<file path="src/logic/cpu_ctrl_pkg.sv">
package cpu_ctrl_pkg;

    localparam int INSTR_WIDTH    = 32;
    localparam int OPCODE_WIDTH   = 5;
    localparam int REG_ADDR_WIDTH = 4;
    localparam int IMM_WIDTH      = 15;

    // Low bit of each instruction field
    localparam int OPCODE_LSB = INSTR_WIDTH - OPCODE_WIDTH;    // Bits 31:27
    localparam int RD_LSB     = OPCODE_LSB - REG_ADDR_WIDTH;   // Bits 26:23
    localparam int RS_LSB     = RD_LSB - REG_ADDR_WIDTH;       // Bits 22:19
    localparam int RT_LSB     = RS_LSB - REG_ADDR_WIDTH;       // Bits 18:15
    localparam int IMM_LSB    = 0;                             // Bits 14:0

    // Codes 1, 30 and 31 are not defined
    typedef enum logic [OPCODE_WIDTH-1:0] {
        OP_NONE   = 5'd0,     // No operation
        OP_ADD    = 5'd2,
        OP_ADDI   = 5'd3,
        OP_SUB    = 5'd4,
        OP_SUBI   = 5'd5,
        OP_MUL    = 5'd6,
        OP_MULI   = 5'd7,
        OP_MOD    = 5'd8,
        OP_MODI   = 5'd9,
        OP_AND    = 5'd10,
        OP_OR     = 5'd11,
        OP_XOR    = 5'd12,
        OP_NOT    = 5'd13,
        OP_MOV    = 5'd14,
        OP_MOVI   = 5'd15,
        OP_MOVEQ  = 5'd16,
        OP_MOVIEQ = 5'd17,
        OP_MOVL   = 5'd18,
        OP_MOVIL  = 5'd19,
        OP_MOVG   = 5'd20,
        OP_MOVIG  = 5'd21,
        OP_LAD    = 5'd22,    // Load
        OP_STR    = 5'd23,    // Store
        OP_JMP    = 5'd24,
        OP_BEQ    = 5'd25,
        OP_BL     = 5'd26,
        OP_BG     = 5'd27,
        OP_LSFT   = 5'd28,    // Logic shift left
        OP_RSFT   = 5'd29     // Logic shift right
    } opcode_e;

    typedef enum logic [2:0] {
        INIT       = 3'd0,
        FETCH      = 3'd1,
        DECODE     = 3'd2,
        EXECUTE    = 3'd3,
        WRITE_BACK = 3'd4
    } ctrl_state_e;

    typedef struct packed {
        opcode_e                   opcode;
        logic [REG_ADDR_WIDTH-1:0] rd;      // Target register
        logic [REG_ADDR_WIDTH-1:0] rs;      // Source register 1
        logic [REG_ADDR_WIDTH-1:0] rt;      // Source register 2
    } decoded_instr_t;

    typedef struct packed {
        opcode_e alu_op;
        logic    src_reg_sel;   // 1 register operand, 0 immediate
        logic    wb_mem_sel;    // 1 read data, 0 ALU result
        logic    reg_write;
        logic    mem_load;
        logic    mem_store;
    } ctrl_word_t;

    function automatic logic opcode_valid(opcode_e op);
        return op inside {[OP_ADD:OP_RSFT]};
    endfunction

    // ALU and move class, result goes back to the register file
    function automatic logic needs_write_back(opcode_e op);
        return op inside {[OP_ADD:OP_MOVIG], OP_LSFT, OP_RSFT};
    endfunction

endpackage

</file>
<file path="src/logic/control_unit.sv">
`timescale 1ns/100ps

module control_unit
    import cpu_ctrl_pkg::*;
#(
    parameter int DATA_WIDTH = 32     // At least IMM_WIDTH
) (
    input  logic                   clk,
    input  logic                   reset,
    input  logic [INSTR_WIDTH-1:0] instruction,
    output decoded_instr_t         fields,
    output logic [DATA_WIDTH-1:0]  imm_ext,
    output ctrl_word_t             ctrl,
    output logic                   fetch_en,
    output logic                   exe_en
);

    ctrl_state_e phase;
    opcode_e     raw_opcode;

    instr_decoder #(
        .DATA_WIDTH (DATA_WIDTH)
    ) u_instr_decoder (
        .clk         (clk),
        .reset       (reset),
        .phase       (phase),
        .instruction (instruction),
        .raw_opcode  (raw_opcode),
        .fields      (fields),
        .imm_ext     (imm_ext)
    );

    phase_sequencer u_phase_sequencer (
        .clk        (clk),
        .reset      (reset),
        .raw_opcode (raw_opcode),
        .opcode     (fields.opcode),    // Registered copy for the execute decision
        .phase      (phase),
        .fetch_en   (fetch_en),
        .exe_en     (exe_en)
    );

    control_word_table u_control_word_table (
        .phase  (phase),
        .opcode (fields.opcode),
        .ctrl   (ctrl)
    );

endmodule

</file>
<file path="src/logic/control_word_table.sv">
`timescale 1ns/100ps

module control_word_table
    import cpu_ctrl_pkg::*;
(
    input  ctrl_state_e phase,
    input  opcode_e     opcode,
    output ctrl_word_t  ctrl
);

    // Control word while the opcode executes
    function automatic ctrl_word_t exec_word(opcode_e op);
        ctrl_word_t w;
        w             = '0;
        w.alu_op      = op;
        case (op)
            OP_ADD, OP_SUB, OP_MUL, OP_MOD,
            OP_AND, OP_OR, OP_XOR,
            OP_MOV, OP_MOVEQ, OP_MOVL, OP_MOVG: begin
                w.src_reg_sel = 1'b1;     // Second operand from register
            end
            OP_LAD: begin
                w.reg_write   = 1'b1;
                w.wb_mem_sel  = 1'b1;     // Write back read data
                w.mem_load    = 1'b1;
            end
            OP_STR: begin
                w.mem_store   = 1'b1;     // Address from immediate
            end
            default: begin
                w.src_reg_sel = 1'b0;     // Immediate forms, jumps, branches
            end
        endcase
        return w;
    endfunction

    always_comb begin
        ctrl        = '0;
        ctrl.alu_op = OP_NONE;
        case (phase)
            EXECUTE: begin
                ctrl = exec_word(opcode);
            end
            WRITE_BACK: begin
                ctrl.reg_write = 1'b1;    // ALU result into rd
            end
            default: begin
                ctrl.alu_op = OP_NONE;    // Idle word outside execute
            end
        endcase
    end

endmodule

</file>
<file path="src/logic/instr_decoder.sv">
`timescale 1ns/100ps

module instr_decoder
    import cpu_ctrl_pkg::*;
#(
    parameter int DATA_WIDTH = 32
) (
    input  logic                   clk,
    input  logic                   reset,
    input  ctrl_state_e            phase,
    input  logic [INSTR_WIDTH-1:0] instruction,
    output opcode_e                raw_opcode,
    output decoded_instr_t         fields,
    output logic [DATA_WIDTH-1:0]  imm_ext
);

    decoded_instr_t        slice;
    logic [IMM_WIDTH-1:0]  imm_field;
    logic [DATA_WIDTH-1:0] imm_sext;

    // Live opcode for the decode decision
    assign raw_opcode = opcode_e'(instruction[OPCODE_LSB +: OPCODE_WIDTH]);

    assign slice.opcode = raw_opcode;
    assign slice.rd     = instruction[RD_LSB +: REG_ADDR_WIDTH];
    assign slice.rs     = instruction[RS_LSB +: REG_ADDR_WIDTH];
    assign slice.rt     = instruction[RT_LSB +: REG_ADDR_WIDTH];

    assign imm_field = instruction[IMM_LSB +: IMM_WIDTH];
    assign imm_sext  = DATA_WIDTH'($signed(imm_field));     // Sign extend to data width

    // Captured at the edge leaving DECODE, held until the next one
    always_ff @(posedge clk) begin
        if (reset) begin
            fields  <= '0;
            imm_ext <= '0;
        end else if (phase == DECODE) begin
            fields  <= slice;
            imm_ext <= imm_sext;
        end
    end

endmodule

</file>
<file path="src/logic/phase_sequencer.sv">
`timescale 1ns/100ps

module phase_sequencer
    import cpu_ctrl_pkg::*;
(
    input  logic        clk,
    input  logic        reset,
    input  opcode_e     raw_opcode,
    input  opcode_e     opcode,
    output ctrl_state_e phase,
    output logic        fetch_en,
    output logic        exe_en
);

    ctrl_state_e next_phase;
    logic        decode_ok;     // Instruction on the bus has a defined opcode
    logic        exec_wb;       // Registered opcode writes a register

    assign decode_ok = opcode_valid(raw_opcode);
    assign exec_wb   = needs_write_back(opcode);

    always_ff @(posedge clk) begin
        if (reset) begin
            phase <= INIT;
        end else begin
            phase <= next_phase;
        end
    end

    always_comb begin
        case (phase)
            INIT: begin
                next_phase = FETCH;
            end
            FETCH: begin
                next_phase = DECODE;
            end
            DECODE: begin
                if (decode_ok) begin
                    next_phase = EXECUTE;
                end else begin
                    next_phase = FETCH;      // Unknown code, skip it
                end
            end
            EXECUTE: begin
                if (exec_wb) begin
                    next_phase = WRITE_BACK;
                end else begin
                    next_phase = FETCH;      // Load, store, jump and branches
                end
            end
            WRITE_BACK: begin
                next_phase = FETCH;
            end
            default: begin
                next_phase = INIT;
            end
        endcase
    end

    // FETCH and EXECUTE last one cycle and never repeat back to back,
    // so the phase decode already gives single-cycle pulses
    assign fetch_en = (phase == FETCH);
    assign exe_en   = (phase == EXECUTE);

endmodule

</file>
<file path="config.mk">
export PLATFORM = sky130hd
export DESIGN_NAME = control_unit
export DESIGN_NICKNAME = d
export VERILOG_FILES = /design/src/logic/cpu_ctrl_pkg.sv /design/src/logic/control_unit.sv /design/src/logic/control_word_table.sv /design/src/logic/instr_decoder.sv /design/src/logic/phase_sequencer.sv
export SDC_FILE = /design/constraint.sdc
export NUM_CORES = 1
export LEC_CHECK = 0
export BUFFER_PORTS_ARGS = -buffer_cell sky130_fd_sc_hd__buf_2
export CORE_ASPECT_RATIO = 0.5
export CORE_UTILIZATION = 42
export DETAILED_ROUTE_END_ITERATION = 7
export PLACE_DENSITY = 0.78
export SYNTH_ARGS = -nofsm -noshare
export SYNTH_HDL_FRONTEND = slang
export SYNTH_SLANG_ARGS = --single-unit
</file>
<file path="constraint.sdc">
create_clock -name clk -period 1.4 [get_ports clk]
set_input_delay 0.07 -clock clk [delete_from_list [all_inputs] [get_ports clk]]
set_output_delay 0.07 -clock clk [all_outputs]
set_load 0.01 [all_outputs]
</file>
==> qor.csv <==
stage,metric,value,unit
hold_path,min-delay-path-class,in2reg,
cts,ctsLongestPathBuffers,2,
logic_synthesis,synth_cell_types,29,
pwr,fin_total_pwr,2.47,mW
place,port-buffer-count,94,
routing,vias_per_cell,4.77,
sta,finalHoldViolations,0,
finish,antennaDiodeCount,0,
sta,max_freq,684,MHz
logic_synthesis,postSynthRegisterBits,35,
finish,final_common_cell,sky130_fd_sc_hd__buf_2,
cts,clock_root_buffer,sky130_fd_sc_hd__clkbuf_8,
global_routing,grt_first_pass_wirelength,5.37,mm
place,gpl.final_weighted_congestion,0.792,
sta,post-route-period-util,104,%
sta,clock-skew-final,0.00236,ns
sta,final.min_clock_period,1.46,ns
routing,route.final.wire_length,4.04,mm
finish,final_area,0.00221,mm²
floorplan,fp.coreArea,0.00349,mm²
floorplan,rows,15,
sta,timing.final.setup_violations,28,
sta,finalMaxSlewViolations,0,
routing,drt_pre_antenna_iters,4,
setup_path,signal_arrival_time_at_the_worst_endpoint,1.39,ns
sta,setup_ws_final,-0.0629,ns
routing,drt-wirelength-per-cell,12.3,µm
finish,num-fill-cells,314,
finish,multiInputGateArea,703,µm²
run_status,status,finished with violations,
floorplan,die_h,45.1,µm
cts,tritoncts,yes,
run_status,failed_checks,setup timing,
place,postPlaceCellArea,0.00194,mm²
logic_synthesis,synth.net_count,230,
sta,tightestPinTransition,0.628,ns
floorplan,full_die_area,0.00398,mm²
finish,regArea,718,µm²
routing,post-route-drc-count,0,
global_routing,antenna_violations_before_repair,0,
place,dp_hpwl,2.47,mm
logic_synthesis,number_of_warnings_issued_by_yosys,0,
pwr,powerDensity,1120,mW/mm²
global_routing,grtUsageTotal,17.7,%
global_routing,largest_net_degree_at_the_start_of_global_routing,36,
cts,clock_tree.htree_level_count,2,
global_routing,grt_pass1_vias,1214,
routing,vias,1570,
sta,rsz0062_at_grt,yes,
logic_synthesis,postSynthCellCount,196,
floorplan,start_util,44.7,%
floorplan,die_w,88.2,µm
run,maxCapViolCount,0,
sta,hold_slack,0.0237,ns
finish,area.growth.synth_to_final,41.6,%
setup_path,critPathKind,reg2out,
logic_synthesis,syn-cell-area,0.00156,mm²
setup_path,cp_max_fo,4,
sta,worst_slew_margin_rel,58.1,%
cts,cts.sink_count,35,
finish,nNetsFinal,311,
logic_synthesis,synth_area_per_cell,7.96,µm²
routing,route.antenna.remaining_nets,0,
cts,clk-insertion-delay-late,0.28,ns
routing,drtIter0Drc,51,
cts,number_of_cts_inserted_buffers,5,
setup_path,critical_path_startpoint_category,flip-flop,
finish,mostFrequentLayoutCells,"94 x sky130_fd_sc_hd__buf_2, 64 x sky130_fd_sc_hd__nand2_1, 33 x sky130_fd_sc_hd__a21oi_1",
pwr,leakage,1.09,nW
global_routing,grt.overflow.total,0,
setup_path,timing.critical_path.required,1.33,ns
logic_synthesis,part_of_the_yosys_area_used_for_sequential_elements,44.9,%
cts,cts-hold-fix-buffers,0,
cts,clock_input_transition_at_the_sequential_cells_of_the_worst_setup_and_hold_paths,0.07,ns
floorplan,io_pins,95,
setup_path,type_of_element_capturing_the_critical_path,output pin,
place,placement.setup.worst_slack,0.0498,ns
pwr,peakVddDrop,0.587,mV
finish,layout-drive-gt1-share,48.2,%
worst max-delay path, stage by stage, from the launching register on:
cell and delay [ns]:
sky130_fd_sc_hd__dfxtp_4 0.35, sky130_fd_sc_hd__and3b_2 0.31, sky130_fd_sc_hd__nand2_4 0.10, sky130_fd_sc_hd__o41ai_2 0.19
sky130_fd_sc_hd__buf_2 0.17
Yosys cell counts:
| master | count | area (µm²) |
|---|---|---|
| sky130_fd_sc_hd__and3b_1 | 1 | 8.76 |
| sky130_fd_sc_hd__inv_1 | 2 | 7.51 |
| sky130_fd_sc_hd__nor3b_1 | 1 | 7.51 |
| sky130_fd_sc_hd__nor2b_1 | 2 | 12.5 |
| sky130_fd_sc_hd__o21ai_1 | 1 | 5.00 |
| sky130_fd_sc_hd__clkbuf_1 | 3 | 11.3 |
| sky130_fd_sc_hd__nand2_1 | 66 | 248 |
| sky130_fd_sc_hd__nand2b_1 | 1 | 6.26 |
| sky130_fd_sc_hd__a2111oi_1 | 1 | 10.0 |
| sky130_fd_sc_hd__or3b_1 | 1 | 8.76 |
| sky130_fd_sc_hd__or4_1 | 1 | 7.51 |
| sky130_fd_sc_hd__o21ai_0 | 1 | 5.00 |
| sky130_fd_sc_hd__nor2_1 | 2 | 7.51 |
| sky130_fd_sc_hd__nor4_1 | 2 | 12.5 |
| sky130_fd_sc_hd__nand2_2 | 1 | 6.26 |
| sky130_fd_sc_hd__mux2_2 | 1 | 11.3 |
| sky130_fd_sc_hd__a211oi_1 | 2 | 15.0 |
| sky130_fd_sc_hd__buf_2 | 3 | 15.0 |
| sky130_fd_sc_hd__o41ai_2 | 2 | 32.5 |
| sky130_fd_sc_hd__a31oi_1 | 1 | 6.26 |
| sky130_fd_sc_hd__nand4_1 | 1 | 6.26 |
| sky130_fd_sc_hd__nor3b_2 | 1 | 12.5 |
| sky130_fd_sc_hd__buf_4 | 21 | 158 |
| sky130_fd_sc_hd__dfxtp_1 | 35 | 701 |
| sky130_fd_sc_hd__buf_1 | 1 | 3.75 |
| sky130_fd_sc_hd__a21oi_1 | 34 | 170 |
| sky130_fd_sc_hd__and2_1 | 4 | 25.0 |
| sky130_fd_sc_hd__buf_6 | 3 | 33.8 |
| sky130_fd_sc_hd__or3_1 | 1 | 6.26 |
metal layers:
layer	wire [µm]	global-route usage [%]	share of wire, %
met3	224	4.75	5.5
met1	1720	21.0	43
met5	0	0	0
met2	2080	31.2	51
met4	21	7.42	0.52
area by class of cell:
class	count	area share, %
Multi-Input combinational cell	128	31.8
Timing Repair Buffer	105	27.9
Clock buffer	8	4.53
Inverter	2	0.340
Tap cell	51	2.89
Sequential cell	35	32.5
cell families after synthesis:
logic type | after synthesis | synth area share, %
AO/OA/AOI/OAI | 42 | 15.6
multiplexers | 1 | 0.722
AND/OR/NAND/NOR | 85 | 24.1
buffers and inverters | 33 | 14.7
flip-flops | 35 | 44.9
per-stage QoR:
step                instances  TNS, ns  util, %
finish                    329   -0.617     63.3
global route              329    -1.96     63.3
CTS                       325   -0.186     59.8
detailed placement        315        0     55.7
global placement          315        0     55.7
floorplan                 196        0        -
final timing paths:
path                                            startpoint                         end  slack (ns)  cells after the start
worst min register to register  u_instr_decoder.imm_ext[3]  u_instr_decoder.imm_ext[3]        0.46                      2
worst min-delay path                       instruction[17]   u_instr_decoder.fields[2]        0.02                      3
worst max-delay path            u_phase_sequencer.phase[2]                     ctrl[2]       -0.06                      4
worst max register to register  u_phase_sequencer.phase[2]   u_instr_decoder.fields[9]       -0.04                      5
power breakdown:
| part | leakage (nW) | switching, mW | total [mW] | internal (mW) |
|---|---|---|---|---|
| clock network | 0.0515 | 0.343 | 0.792 | 0.449 |
| logic | 0.746 | 0.299 | 0.560 | 0.261 |
| registers | 0.288 | 0.0552 | 1.12 | 1.07 |
state kept, by name, indices dropped and copies added (netlist names):
signal	cells
u_instr_decoder.fields	17
u_instr_decoder.imm_ext	15
u_phase_sequencer.phase	3
timing repair:
item / in CTS / in global routing
buffers inserted: 2 / 1
endpoints found under the setup margin: 9 / 42
cloned: 0 / 3
gates resized for setup: 12 / 14
pin swaps: 4 / 4
No activity file was read; power rests on OpenSTA's default activity.
